$ cat src/verilog/wb_settings.svh
`ifndef WB_SETTINGS_SVH
`define WB_SETTINGS_SVH

// datapath and address width
`define WB_XLEN 32

// architectural register file
`define WB_RADDR_W 5
`define WB_NREGS 32

`endif

$ cat src/verilog/exc_pkg.sv
`include "wb_settings.svh"

package exc_pkg;

    // LoongArch exception codes
    typedef enum logic [6:0] {
        INT  = 7'h00,
        PIL  = 7'h01,
        PIS  = 7'h02,
        PIF  = 7'h03,
        PME  = 7'h04,
        PPI  = 7'h07,
        ADEF = 7'h08,
        ALE  = 7'h09,
        SYS  = 7'h0b,
        BRK  = 7'h0c,
        INE  = 7'h0d,
        IPE  = 7'h0e,
        FPD  = 7'h0f,
        FPE  = 7'h12,
        TLBR = 7'h3f
    } ecode_e;

    // exception state carried down the pipe
    typedef struct packed {
        logic                flag;
        ecode_e              ecode;
        logic [`WB_XLEN-1:0] badv;
        logic [`WB_XLEN-1:0] era;
    } exc_in_t;

    // towards the CSR file and the fetch redirect
    typedef struct packed {
        logic                flush;
        ecode_e              ecode;
        logic [`WB_XLEN-1:0] badv;
        logic                wen_badv;
        logic [`WB_XLEN-1:0] era;
        logic                wen_era;
        logic [18:0]         vppn;
        logic                wen_vppn;
        logic                tlb_refill;
    } exc_commit_t;

endpackage

$ cat src/verilog/exc_commit.sv
`timescale 1ns/100ps
`include "wb_settings.svh"

module exc_commit (
    input  logic                clk,
    input  logic                aresetn,
    input  exc_pkg::exc_in_t    exc,
    input  logic                cpu_interrupt,
    input  logic [`WB_XLEN-1:0] eentry,
    input  logic [`WB_XLEN-1:0] tlbrentry,
    output exc_pkg::exc_commit_t commit,
    output logic [`WB_XLEN-1:0] entry_pc
);
    import exc_pkg::*;

    logic                set_badv;
    logic                set_vppn;
    logic                flush_q;
    logic                wen_badv_q;
    logic                wen_era_q;
    logic                wen_vppn_q;
    logic                tlb_refill_q;
    ecode_e              ecode_q;
    logic [`WB_XLEN-1:0] badv_q;
    logic [`WB_XLEN-1:0] era_q;
    logic [18:0]         vppn_q;

    // address-related faults update badv, the TLB ones also vppn
    always_comb begin
        set_badv = 1'b0;
        set_vppn = 1'b0;
        case (exc.ecode)
            PIL, PIS, PIF, PME, PPI, TLBR: begin
                set_badv = 1'b1;
                set_vppn = 1'b1;
            end
            ADEF, ALE: begin
                set_badv = 1'b1;
            end
            default: begin
                set_badv = 1'b0;
            end
        endcase
    end

    always_ff @(posedge clk or negedge aresetn) begin
        if (!aresetn) begin
            flush_q      <= 1'b0;
            wen_era_q    <= 1'b0;
            wen_badv_q   <= 1'b0;
            wen_vppn_q   <= 1'b0;
            tlb_refill_q <= 1'b0;
        end else begin
            // interrupts flush and save era like any exception
            flush_q      <= exc.flag | cpu_interrupt;
            wen_era_q    <= exc.flag | cpu_interrupt;
            wen_badv_q   <= exc.flag && set_badv;
            wen_vppn_q   <= exc.flag && set_vppn;
            tlb_refill_q <= exc.flag && (exc.ecode == TLBR);
        end
    end

    always_ff @(posedge clk) begin
        ecode_q <= exc.ecode;
        badv_q  <= exc.badv;
        era_q   <= exc.era;
        vppn_q  <= exc.badv[18:0];
    end

    assign commit.flush      = flush_q;
    assign commit.ecode      = ecode_q;
    assign commit.badv       = badv_q;
    assign commit.wen_badv   = wen_badv_q;
    assign commit.era        = era_q;
    assign commit.wen_era    = wen_era_q;
    assign commit.vppn       = vppn_q;
    assign commit.wen_vppn   = wen_vppn_q;
    assign commit.tlb_refill = tlb_refill_q;

    // refill has its own vector
    assign entry_pc = tlb_refill_q ? tlbrentry : eentry;

endmodule

$ cat config.mk
export PLATFORM = sky130hd
export DESIGN_NAME = exc_commit
export DESIGN_NICKNAME = d
export VERILOG_FILES = /design/src/verilog/exc_pkg.sv /design/src/verilog/exc_commit.sv
export VERILOG_INCLUDE_DIRS = /design/src /design/src/verilog
export SDC_FILE = /design/constraint.sdc
export NUM_CORES = 1
export LEC_CHECK = 0
export BUFFER_PORTS_ARGS = -buffer_cell sky130_fd_sc_hd__buf_4
export CORE_AREA = 4 4 101 103
export CTS_CLUSTER_DIAMETER = 60
export DETAILED_ROUTE_END_ITERATION = 6
export DIE_AREA = 0 0 105 107
export GPL_TIMING_DRIVEN = 0
export PLACE_DENSITY = 0.72
export SLEW_MARGIN = 30
export SYNTH_ARGS = -nofsm -noshare
export SYNTH_HDL_FRONTEND = slang
export SYNTH_SLANG_ARGS = --single-unit
$ cat constraint.sdc
create_clock -name clk -period 1.39 [get_ports clk]
set_input_delay 0 -clock clk [delete_from_list [all_inputs] [get_ports clk]]
set_output_delay 0 -clock clk [all_outputs]
set_load 0.03 [all_outputs]
==> reports/metrics.yaml <==
status:
  status: "finished, violations left"
  violations: "setup timing"
clocking:
  clock_sinks: 75
  clockBufferDepth: 2
  ctsHtreeMaxLevel: 3
  clkSlewWorstSetupHoldPaths_ns: 0.08
  cts_tree: "done"
  cts_made_buffers: 9
  root_buffer: "clkbuf_8"
worst_setup_path:
  critPathKind: "reg2out"
  crit_path_max_fanout: 10
  critPathRequiredTime_ns: 1.39
  cp-start-kind: "flip-flop"
  endpoint_kind: "output pin"
  cp.arrival_ns: 1.42
sta:
  fmax_mhz: 704
  hold_violations: 0
  setup-tns-final_ns: -0.612
  fin_crit_ns: 1.42
  setup_ws_ns: -0.0306
  worst_pin_slew_ns: 0.244
  finalCritPeriodShare_pct: 102
  slew_viol_final: 0
  setup_violations: 32
  rsz0062_at_grt: "yes"
  relSlewSlack_pct: 83.6
synth:
  ys_seq_area_share_pct: 69.6
  syn_nets: 288
  syn_area_per_cell_um2: 14.7
  ys_ff_latch: 75
  synth_area_um2: 2180
  ys_warn_count: 0
  synthCells: 149
  ys_types: 19
placement:
  dp_slack_ns: 0.0608
  place_congestion: 0.814
  dp_hpwl_um: 7080
  port_buffers: 265
  dpl_cell_area_um2: 4310
drt:
  vias_per_cell: 3.98
  dr_wl_met3_um: 1180
  drt_iter0_markers: 59
  maxUsedRoutingLayer: "met4"
  ant_nets: 0
  dr_wl_met2_um: 5450
  wl_per_cell_um: 16.1
  vias: 2452
  drt-met1-wl_um: 3120
  drt-pass1-iter-count: 5
  routed_wl_um: 9940
  drcViolationCount: 0
run:
  max-cap-violations: 0
global_routing:
  grt_pass1_vias: 2795
  grt_pass1_wl_um: 14700
  overflow: 0
  grt_usage_pct: 17.0
  grt_antenna_before_repair: 0
  grt_max_degree: 15
finish:
  area_delta_synth_final_pct: 148
  design_area_um2: 5420
  layout-drive-gt1-share_pct: 67.5
  diodes: 0
  nets: 639
hold_path:
  hold_class: "in2reg"
power_and_ir_drop:
  p_int_mw: 4.02
  seq_power_share_pct: 41.5
  irDropWorstVdd_mv: 0.761
  p_leak_nw: 2.68
  power.density_nw_per_um2: 1020
  finalPower_mw: 5.56
  swShare_pct: 27.6
  power_frac_clock_pct: 34.2
  comb_power_share_pct: 24.3
  netSwitchingPower_mw: 1.53
floorplan:
  start_util_pct: 23.8
  die_w_um: 105
  coreArea_um2: 9200
  die_y_um: 107
  row_count: 35
  io_pins: 266
  die_area_um2: 11200
## sequential cells by signal (all words and copies together) (netlist names)
register,cells
wen_badv_q,1
tlb_refill_q,1
era_q,32
vppn_q,18
ecode_q,7
badv_q,14
wen_era_q,1
wen_vppn_q,1
## Yosys cell counts, drive strengths merged
| master | number | area (um2) |
|---|---|---|
| a41o | 1 | 10.0 |
| dfxtp | 71 | 1420 |
| nor3 | 3 | 20.0 |
| nand4 | 1 | 6.26 |
| nand3b | 1 | 7.51 |
| nand2 | 1 | 3.75 |
| or4 | 1 | 7.51 |
| or2 | 1 | 6.26 |
| o21ai | 1 | 5.00 |
| a211oi | 1 | 7.51 |
| dfrtp | 4 | 100 |
| nand2b | 1 | 6.26 |
| mux2 | 32 | 360 |
| xor2 | 1 | 8.76 |
| buf | 27 | 203 |
| clkbuf | 1 | 3.75 |
| a21o | 1 | 7.51 |
## power by group through the flow
stage	combinational [mW]	clock, mW	sequential [mW]
floorplan	0.285	0	2.57
global placement	1.12	0	2.35
detailed placement	1.13	0	2.35
CTS	1.35	1.96	2.30
global route	1.41	2.05	2.32
finish	1.35	1.90	2.31
## cell families (layout without fill, tap and decap cells)
group	count (synthesis)	count (layout)	synth area share, %
DFF	75	75	69.6
muxes	32	32	16.5
and+or+nand+nor	9	9	2.64
xor gates and xnor gates	1	1	0.401
AOI/OAI and AO/OA	4	4	1.37
buffers and inverters	28	384	9.45
## routing by layer
layer	up-vias	track usage, %
met4	0	5.81
met5	-	0
met1	1100	14.7
li1	1175	-
met2	164	33.6
met3	13	8.37
## cell usage in the layout (no fill, tap or decap), drive strengths merged
cell / count
bufinv: 2
a211oi: 1
nand2b: 1
o21ai: 1
inv: 2
dlygate4sd3: 75
a41o: 1
clkinvlp: 1
clkbuf: 10
clkinv: 1
buf: 293
nand4: 1
xor2: 1
nand3b: 1
a21o: 1
mux2: 32
dfrtp: 4
dfxtp: 71
or4: 1
nor3: 3
or2: 1
nand2: 1
## area by class of cell
class | count | area, um2
clock inverter | 6 | 96.3
buffer | 27 | 214
clock buffer | 10 | 128
tap | 111 | 139
multi-input combinational | 46 | 460
sequential | 75 | 1520
fill | 710 | 3770
timing repair buffer | 341 | 2860
## through the flow
step / std cells / util, % / hold WS, ns
after floorplan: 149 / - / -0.296
after global placement: 525 / 46.9 / -0.197
after detailed placement: 525 / 46.9 / -0.196
after CTS: 616 / 59.0 / 0.109
after global routing: 616 / 59.0 / 0.144
final: 616 / 59.0 / 0.119
## worst max-delay path, cell delays in order (launching register included)
cell,delay [ns]
dfrtp_2,0.43
buf_6,0.17
mux2_2,0.35
buf_6,0.14
## worst paths after layout
path	startpoint	end	slack [ns]	cells after the start
max in group asynchronous	aresetn	tlb_refill_q	0.58	3
min in group asynchronous	aresetn	wen_era_q	0.60	3
hold / removal	exc[71]	tlb_refill_q	0.12	3
setup / recovery	tlb_refill_q	entry_pc[19]	-0.03	3
## repair_timing
item | in CTS | in global routing
setup buffers | 1 | 0
pin swaps | 0 | 0
hold buffers | 75 | 0
setup endpoints to repair | 32 | 32
hold endpoints to repair | 78 | 0
gates resized for setup | 36 | 0
No activity file was read; power rests on OpenSTA's default activity.
