<file path="src/verilog/wb_settings.svh">
`ifndef WB_SETTINGS_SVH
`define WB_SETTINGS_SVH

// datapath and address width
`define WB_XLEN 32

// architectural register file
`define WB_RADDR_W 5
`define WB_NREGS 32

`endif

</file>
<file path="src/verilog/wb_pkg.sv">
`include "wb_settings.svh"

package wb_pkg;

    // decoded micro-op flags
    // cond[0] on a divide picks the remainder, cond[2] on a memory op marks a store
    typedef struct packed {
        logic       is_csr;
        logic       is_div;
        logic       is_mem;
        logic [3:0] cond;
    } uop_t;

    // one instruction leaving execute
    typedef struct packed {
        logic [`WB_XLEN-1:0]    pc;
        logic [`WB_XLEN-1:0]    inst;
        uop_t                   uop;
        logic [`WB_XLEN-1:0]    result;
        logic                   result_valid;
        logic [`WB_RADDR_W-1:0] rd;
    } lane_in_t;

    // results of the long-latency units, seen by both lanes
    typedef struct packed {
        logic [`WB_XLEN-1:0] quotient;
        logic [`WB_XLEN-1:0] remainder;
        logic                div_ready;
        logic [`WB_XLEN-1:0] dcache_data;
        logic                dcache_ready;
        logic [`WB_XLEN-1:0] csr_data;
        logic                csr_ready;
    } unit_res_t;

    typedef struct packed {
        logic                   we;
        logic [`WB_RADDR_W-1:0] rd;
        logic [`WB_XLEN-1:0]    data;
    } rf_write_t;

    // retire trace record
    typedef struct packed {
        logic [`WB_XLEN-1:0]    pc;
        logic [`WB_XLEN-1:0]    inst;
        logic [3:0]             rf_wen;
        logic [`WB_RADDR_W-1:0] rf_wnum;
        logic [`WB_XLEN-1:0]    rf_wdata;
        logic                   valid;
    } wb_debug_t;

endpackage

</file>
<file path="src/verilog/wb_lane_select.sv">
`timescale 1ns/100ps
`include "wb_settings.svh"

module wb_lane_select #(
    parameter bit CSR_CAPABLE = 1'b1
) (
    input  logic              clk,
    input  logic              aresetn,
    input  wb_pkg::lane_in_t  lane,
    input  wb_pkg::unit_res_t units,
    input  logic              allow_in,
    output wb_pkg::rf_write_t wr,
    output wb_pkg::wb_debug_t debug,
    output logic              wait_unit
);
    import wb_pkg::*;

    rf_write_t              wr_next;
    logic                   is_load;
    logic                   we_q;
    logic                   valid_q;
    logic [`WB_RADDR_W-1:0] rd_q;
    logic [`WB_XLEN-1:0]    data_q;
    logic [`WB_XLEN-1:0]    pc_q;
    logic [`WB_XLEN-1:0]    inst_q;

    // stores also carry is_mem but never write back
    assign is_load = lane.uop.is_mem && !lane.uop.cond[2];

    // priority: execute result, csr, divider, load
    always_comb begin
        wr_next   = '0;
        wait_unit = 1'b0;
        if (lane.result_valid) begin
            wr_next.we   = 1'b1;
            wr_next.rd   = lane.rd;
            wr_next.data = lane.result;
        end else if (CSR_CAPABLE && lane.uop.is_csr) begin
            wr_next.we   = units.csr_ready;
            wr_next.rd   = lane.rd;
            wr_next.data = units.csr_data;
            wait_unit    = !units.csr_ready;
        end else if (lane.uop.is_div) begin
            wr_next.we   = units.div_ready;
            wr_next.rd   = lane.rd;
            wr_next.data = lane.uop.cond[0] ? units.remainder : units.quotient;
            wait_unit    = !units.div_ready;
        end else if (is_load) begin
            wr_next.we   = units.dcache_ready;
            wr_next.rd   = lane.rd;
            wr_next.data = units.dcache_data;
            wait_unit    = !units.dcache_ready;
        end
    end

    always_ff @(posedge clk or negedge aresetn) begin
        if (!aresetn) begin
            we_q    <= 1'b0;
            valid_q <= 1'b0;
        end else begin
            we_q    <= wr_next.we;
            valid_q <= allow_in;
        end
    end

    // payload, sampled every cycle
    always_ff @(posedge clk) begin
        rd_q   <= wr_next.rd;
        data_q <= wr_next.data;
        pc_q   <= lane.pc;
        inst_q <= lane.inst;
    end

    assign wr.we   = we_q;
    assign wr.rd   = rd_q;
    assign wr.data = data_q;

    assign debug.pc       = pc_q;
    assign debug.inst     = inst_q;
    assign debug.rf_wen   = {4{we_q}};
    assign debug.rf_wnum  = rd_q;
    assign debug.rf_wdata = data_q;
    assign debug.valid    = valid_q;

endmodule

</file>
<file path="config.mk">
export PLATFORM = sky130hd
export DESIGN_NAME = wb_lane_select
export DESIGN_NICKNAME = d
export VERILOG_FILES = /design/src/verilog/wb_pkg.sv /design/src/verilog/wb_lane_select.sv
export VERILOG_INCLUDE_DIRS = /design/src /design/src/verilog
export SDC_FILE = /design/constraint.sdc
export NUM_CORES = 1
export LEC_CHECK = 0
export BUFFER_PORTS_ARGS = -buffer_cell sky130_fd_sc_hd__clkbuf_2
export CAP_MARGIN = 0
export CORE_AREA = 8 8 144 146
export CTS_BUF_LIST = sky130_fd_sc_hd__clkbuf_2 sky130_fd_sc_hd__clkbuf_4 sky130_fd_sc_hd__clkbuf_8
export CTS_CLUSTER_DIAMETER = 80
export DETAILED_ROUTE_END_ITERATION = 8
export DIE_AREA = 0 0 152 154
export PLACE_DENSITY_LB_ADDON = 0.2
export SLEW_MARGIN = 10
export SYNTH_ARGS = -nofsm -noshare
export SYNTH_HDL_FRONTEND = slang
export SYNTH_SLANG_ARGS = --single-unit
</file>
<file path="constraint.sdc">
create_clock -name clk -period 1.9 [get_ports clk]
set_clock_uncertainty 0.1 [all_clocks]
set_input_delay 0 -clock clk [delete_from_list [all_inputs] [get_ports clk]]
set_output_delay 0 -clock clk [all_outputs]
set_load 0.005 [all_outputs]
</file>
==> results of run 1 <==
-- synthesized netlist by cell type, drive strengths merged --
library cell | instances | area share [%]
a221oi | 32 | 8.6
dfrtp | 2 | 1.3
nor2b | 8 | 1.3
mux2 | 32 | 12
nor3b | 1 | 0.50
o22ai | 32 | 5.3
or2 | 1 | 0.17
nand2b | 1 | 0.17
a22oi | 1 | 0.20
clkbuf | 8 | 0.80
nor3 | 1 | 0.27
a21oi | 1 | 0.13
o31a | 1 | 0.23
buf | 56 | 12
nor2 | 32 | 3.2
dfxtp | 101 | 54
o21ai | 1 | 0.13
inv | 1 | 0.10
-- layer usage --
metal | global-route usage [%] | share of wire [%] | vias to the layer above | routed length [um]
li1 | - | - | 2119 | -
met1 | 15.0 | 38 | 2062 | 6990
met2 | 29.3 | 55 | 208 | 10100
met3 | 4.34 | 5.8 | 24 | 1070
met4 | 4.43 | 1.8 | 0 | 329
met5 | 0 | 0 | - | 0
-- logic make-up after synthesis --
kind of cell	after synthesis	share of synthesized area, %
and+or+nand+nor	44	5.64
AOI/OAI and AO/OA	68	14.7
buffers and inverters	65	12.6
muxes	32	11.9
DFF	103	55.2
-- worst max-delay path, cell delays in order --
cell	delay, ns
clkbuf_2	0.10
inv_1	0.23
buf_4	0.35
o22ai_1	0.13
dlygate4sd3_1	0.56
nor2_1	0.12
dlygate4sd3_1	0.56
-- cell usage in the layout (no fill, tap or decap), types with 2 or more instances in the layout --
cell type,instances
inv_6,3
a221oi_1,25
dlygate4sd3_1,178
inv_8,2
dfrtp_1,2
clkbuf_8,9
mux2_4,23
clkbuf_2,385
nor2_1,32
dfxtp_1,101
nor2b_1,8
a221oi_2,7
o22ai_1,32
mux2_2,9
buf_4,5
-- where the power goes --
group          internal (uW)  total [uW]  leakage [uW]  switching (uW)
sequential              2310        2380      0.000875            67.4
combinational            762        1200       0.00286             437
clock                    654        1540      0.000111             881
-- path summary, 6_finish.rpt --
check                         start        end  slack (ns)  cells after the start
max                         lane[5]  data_q[5]        0.07                      7
min                        lane[85]    pc_q[8]        0.16                      2
max in group asynchronous   aresetn    valid_q        1.20                      3
min in group asynchronous   aresetn       we_q        0.38                      3
-- flip-flops by register name, indices dropped and copies added, names as in the netlist --
register and flops:
data_q 32, inst_q 32, pc_q 32, rd_q 5, valid_q 1, we_q 1
-- metrics by stage --
stage | area (um^2) | util (%)
2_1_floorplan | 3750 | -
3_3_place_gp | 5570 | 30.2
3_5_place_dp | 5570 | 30.2
4_1_cts | 7570 | 41.0
5_1_grt | 7580 | 41.1
6_report | 7580 | 41.1
-- what timing repair did --
| item | 4_1_cts | 5_1_grt |
|---|---|---|
| setup buffers | 0 | 0 |
| endpoints found under the setup margin | 0 | 22 |
| hold buffers | 178 | 0 |
| resized for setup | 0 | 2 |
| endpoints found under the hold margin | 105 | 0 |
-- area by class of cell --
type | count | area, um^2
clock buffers | 9 | 124
clock inverters | 7 | 95.1
fillers | 1809 | 10900
inverters | 1 | 3.75
multi-input cells | 144 | 1210
flip-flops and latches | 103 | 2070
well taps | 234 | 293
repair buffers | 570 | 3780
==> key figures, run 1 <==
Outcome
  – Status: complete, no violations

Layout
  – Fin cells: 1,068
  – Layout cells sized above 1: 54.0%
  – Final net count: 1,072
  – # diodes: 0
  – Area growth, synth to finish: 102%

Logic synthesis
  – Cells after Synth: 312
  – Register area share after synthesis: 55.2%
  – Ys Warns: 0
  – Synth Area per Inst: 12.0 um^2
  – Yosys reg bits: 103
  – Mapped cell area: 0.00375 mm^2
  – Synth Net Count: 555
  – Post-synth cell types: 22

Route
  – Antenna Nets Post-Route: 0
  – Initial drt markers: 131
  – Routed Wire Length: 18,500 um
  – Drt wl/cell: 17.3 um
  – Vias/cell: 4.13
  – Routed vias: 4,413
  – DR pass1 iterations: 4
  – DRC: 0

Place
  – Pre-CTS setup slack: 0.492 ns
  – Buffers on Ports: 385
  – Placed Cells incl. Taps: 874
  – Routability congestion estimate from global placement: 0.774
  – Post-DP HPWL: 14,300 um

Worst setup path
  – Crit path required time: 2.13 ns
  – CP Max Fanout: 24
  – CP Launch Type: input port
  – Worst setup EP type: register
  – CP Data Arrival Time: 2.07 ns
  – CP Class: in -> reg

Power and ir drop
  – Total Power: 5110 uW
  – PD cells: 675 mW/mm^2
  – VDD IR max: 309 uV
  – Leak pwr: 0.00385 uW

GRT
  – First-pass GRT wire length: 27,600 um
  – GRT overflow: 0
  – Total global routing track utilization: 15.0%
  – Initial antenna violation count: 0
  – Vias in the first global route: 4,954
  – Largest net degree at the start of global routing: 33

Clocking
  – Clock Pin Slew Worst Setup and Hold Paths: 0.12 ns
  – Root Buffer: clkbuf_8
  – Clock Tree Buf Depth: 2
  – Sink Count: 103
  – H-tree depth: 3
  – CTS tree: built
  – CTS buffer count: 9

Floorplanning
  – Core Rows: 50
  – Core area: 0.0185 mm^2
  – Initial core utilization: 20.3%
  – Die ar.: 0.0234 mm^2
  – Chip Height: 154 um
  – I/O Pins: 388
  – Die X: 152 um

STA
  – PnR worst setup slack: 0.0670 ns
  – F_max: 0.546 GHz
  – Worst hold slack: 0.159 ns
  – Pins Over Slew Limit: 0
  – RSZ-0062 raised after global routing: no
  – Worst-Margin Slew: 0.430 ns
  – Final period util: 96.5%
  – Endpoints failing hold: 0
  – Slew headroom: 71.3%
  – Endpoints failing setup: 0
  – Setup TNS: 0 ns
  – Fin crit period: 1.83 ns

Run
  – Max-cap violations: 0

Worst hold path
  – Hold Path Class: in -> reg
(Power assumes the default switching activity.)
==> run 2, diff against run 1 <==
--- a/config.mk
+++ b/config.mk
@@ -8,11 +8,15 @@
 export LEC_CHECK = 0
 export BUFFER_PORTS_ARGS = -buffer_cell sky130_fd_sc_hd__clkbuf_2
 export CAP_MARGIN = 0
-export CORE_AREA = 8 8 144 146
+export CELL_PAD_IN_SITES_DETAIL_PLACEMENT = 1
+export CELL_PAD_IN_SITES_GLOBAL_PLACEMENT = 1
+export CORE_AREA = 8 8 145 147
 export CTS_BUF_LIST = sky130_fd_sc_hd__clkbuf_2 sky130_fd_sc_hd__clkbuf_4 sky130_fd_sc_hd__clkbuf_8
 export CTS_CLUSTER_DIAMETER = 80
+export CTS_CLUSTER_SIZE = 30
 export DETAILED_ROUTE_END_ITERATION = 8
-export DIE_AREA = 0 0 152 154
+export DIE_AREA = 0 0 153 155
+export GPL_TIMING_DRIVEN = 0
 export PLACE_DENSITY_LB_ADDON = 0.2
 export SLEW_MARGIN = 10
 export SYNTH_ARGS = -nofsm -noshare
==> run 2 against run 1 <==
The run now fails in clock tree synthesis. Area after synthesis stayed put. Synthesized cell count stayed put.
==> key figures, run 2 <==
Outcome
  – Status: did not finish
  – Stage where the flow stopped: clock tree synthesis
  – Error: [ERROR RSZ-0060] Max buffer count reached.

Floorplanning
  – Chip Height: 155 um (+0.65%)
  – Core Rows: 51 (+2.0%)
  – Die X: 153 um (+0.66%)
  – Initial core utilization: 19.8% (-0.53 points)
  – I/O Pins: 388 (unchanged)

Clocking
  – Post-CTS Resized: 0 (unchanged)
  – Sink Count: 103 (unchanged)
  – Setup Buffers After CTS: 0 (unchanged)
  – Clock Tree Buf Depth: 2 (unchanged)
  – CTS buffer count: 9 (unchanged)
  – H-tree depth: 3 (unchanged)
  – CTS Hold Buffers Added: 191 (+7.3%)
  – Root Buffer: clkbuf_8

Place
  – Post-DP HPWL: 15,700 um (+9.4%)
  – Routability congestion estimate from global placement: 0.738 (-4.7%)
  – Cell Area, Placed: 0.00597 mm^2 (+7.1%)
  – Buffers on Ports: 383 (-0.52%)

Logic synthesis
  – Synth Area per Inst: 12.0 um^2 (unchanged)
  – Count leader, synth: dfxtp_1
  – Commonest cells in the netlist: dfxtp_1 (101), buf_4 (43), nor2_1 (32), o22ai_1 (32), a221oi_1 (25)
  – Cells after Synth: 312 (unchanged)
  – Biggest area consumer among synthesized cells: dfxtp_1
  – Yosys reg bits: 103 (unchanged)
  – Post-synth EDFFs: 0 (unchanged)
  – Largest cells by area after synthesis: dfxtp_1 (54%), mux2_4 (9.2%), buf_4 (8.6%), a221oi_1 (5.8%), o22ai_1 (5.3%)
  – Top cell type's share of synthesized area: 53.9% (unchanged)
  – Ys async rst share: 1.94% (unchanged)
  – Mapped cell area: 0.00375 mm^2 (unchanged)
  – Post-synth cell types: 22 (unchanged)
  – Register area share after synthesis: 55.2% (unchanged)
  – Synth Net Count: 555 (unchanged)
  – Most used DFF post-synth: dfxtp_1
  – Ys Warns: 0 (unchanged)
[run 2: cell counts after synthesis]
Identical to the previous run, type by type.
[run 2: stage by stage]
stage          instances  worst slack (ns)  utilization (%)
2_1_floorplan        312             0.831                -
3_3_place_gp         933             0.452             31.5
3_5_place_dp         933             0.404             31.5
[run 2: cells by family after synthesis]
group / count (synthesis) / synth area share, %
AND/OR/NAND/NOR: 44 / 5.64
flip-flops: 103 / 55.2
buffers and inverters: 65 / 12.6
AO/OA/AOI/OAI: 68 / 14.7
multiplexers: 32 / 11.9
==> run 3, diff against run 2 <==
==> config.mk (replaced) <==
export PLATFORM = sky130hd
export DESIGN_NAME = wb_lane_select
export DESIGN_NICKNAME = d
export VERILOG_FILES = /design/src/verilog/wb_pkg.sv /design/src/verilog/wb_lane_select.sv
export VERILOG_INCLUDE_DIRS = /design/src /design/src/verilog
export SDC_FILE = /design/constraint.sdc
export NUM_CORES = 1
export LEC_CHECK = 0
export BUFFER_PORTS_ARGS = -buffer_cell sky130_fd_sc_hd__clkbuf_2
export CAP_MARGIN = 0
export CORE_MARGIN = 8
export CORE_UTILIZATION = 20
export DETAILED_ROUTE_END_ITERATION = 8
export GPL_TIMING_DRIVEN = 0
export PLACE_DENSITY_LB_ADDON = 0.15
export SLEW_MARGIN = 10
export SYNTH_ARGS = -nofsm -noshare
export SYNTH_HDL_FRONTEND = slang
export SYNTH_SLANG_ARGS = --single-unit
==> run 3 against run 2 <==
The run again fails in clock tree synthesis. Synthesized cell count unchanged. Area after synthesis unchanged.
==> key figures, run 3 <==
Outcome
  – Status: did not finish
  – Stage where the flow stopped: clock tree synthesis
  – Error: [ERROR RSZ-0060] Max buffer count reached.

Floorplanning
  – Chip Height: 153 um (-1.3%)
  – Die X: 153 um (about the same)
  – Core Rows: 50 (-2.0%)
  – Initial core utilization: 20.2% (+0.40 points)
  – I/O Pins: 388 (unchanged)

Clocking
  – Root Buffer: clkbuf_16
  – CTS buffer count: 9 (unchanged)
  – Sink Count: 103 (unchanged)
  – Clock Tree Buf Depth: 2 (unchanged)
  – Setup Buffers After CTS: 0 (unchanged)
  – Post-CTS Resized: 0 (unchanged)
  – CTS Hold Buffers Added: 191 (unchanged)
  – H-tree depth: 3 (unchanged)

Logic synthesis
  – Commonest cells in the netlist: dfxtp_1 (101), buf_4 (43), nor2_1 (32), o22ai_1 (32), a221oi_1 (25)
  – Synth Net Count: 555 (unchanged)
  – Count leader, synth: dfxtp_1
  – Most used DFF post-synth: dfxtp_1
  – Mapped cell area: 0.00375 mm^2 (unchanged)
  – Ys Warns: 0 (unchanged)
  – Register area share after synthesis: 55.2% (unchanged)
  – Post-synth EDFFs: 0 (unchanged)
  – Yosys reg bits: 103 (unchanged)
  – Post-synth cell types: 22 (unchanged)
  – Synth Area per Inst: 12.0 um^2 (unchanged)
  – Biggest area consumer among synthesized cells: dfxtp_1
  – Cells after Synth: 312 (unchanged)
  – Ys async rst share: 1.94% (unchanged)
  – Largest cells by area after synthesis: dfxtp_1 (54%), mux2_4 (9.2%), buf_4 (8.6%), a221oi_1 (5.8%), o22ai_1 (5.3%)
  – Top cell type's share of synthesized area: 53.9% (unchanged)

Place
  – Routability congestion estimate from global placement: 0.798 (+8.2%)
  – Buffers on Ports: 383 (unchanged)
  – Post-DP HPWL: 15,200 um (-3.0%)
==> run 3: logic make-up after synthesis <==
| kind of cell | after synthesis | share of synthesized area [%] |
|---|---|---|
| AND/OR/NAND/NOR | 44 | 5.64 |
| AO/OA/AOI/OAI | 68 | 14.7 |
| multiplexers | 32 | 11.9 |
| buffers and inverters | 65 | 12.6 |
| flip-flops | 103 | 55.2 |
==> run 3: per-stage QoR <==
step,area [um^2],util (%),cells,worst slack [ns]
3_5_place_dp,5960,32.1,929,0.437
3_3_place_gp,5960,32.1,929,0.419
2_1_floorplan,3750,-,312,0.831
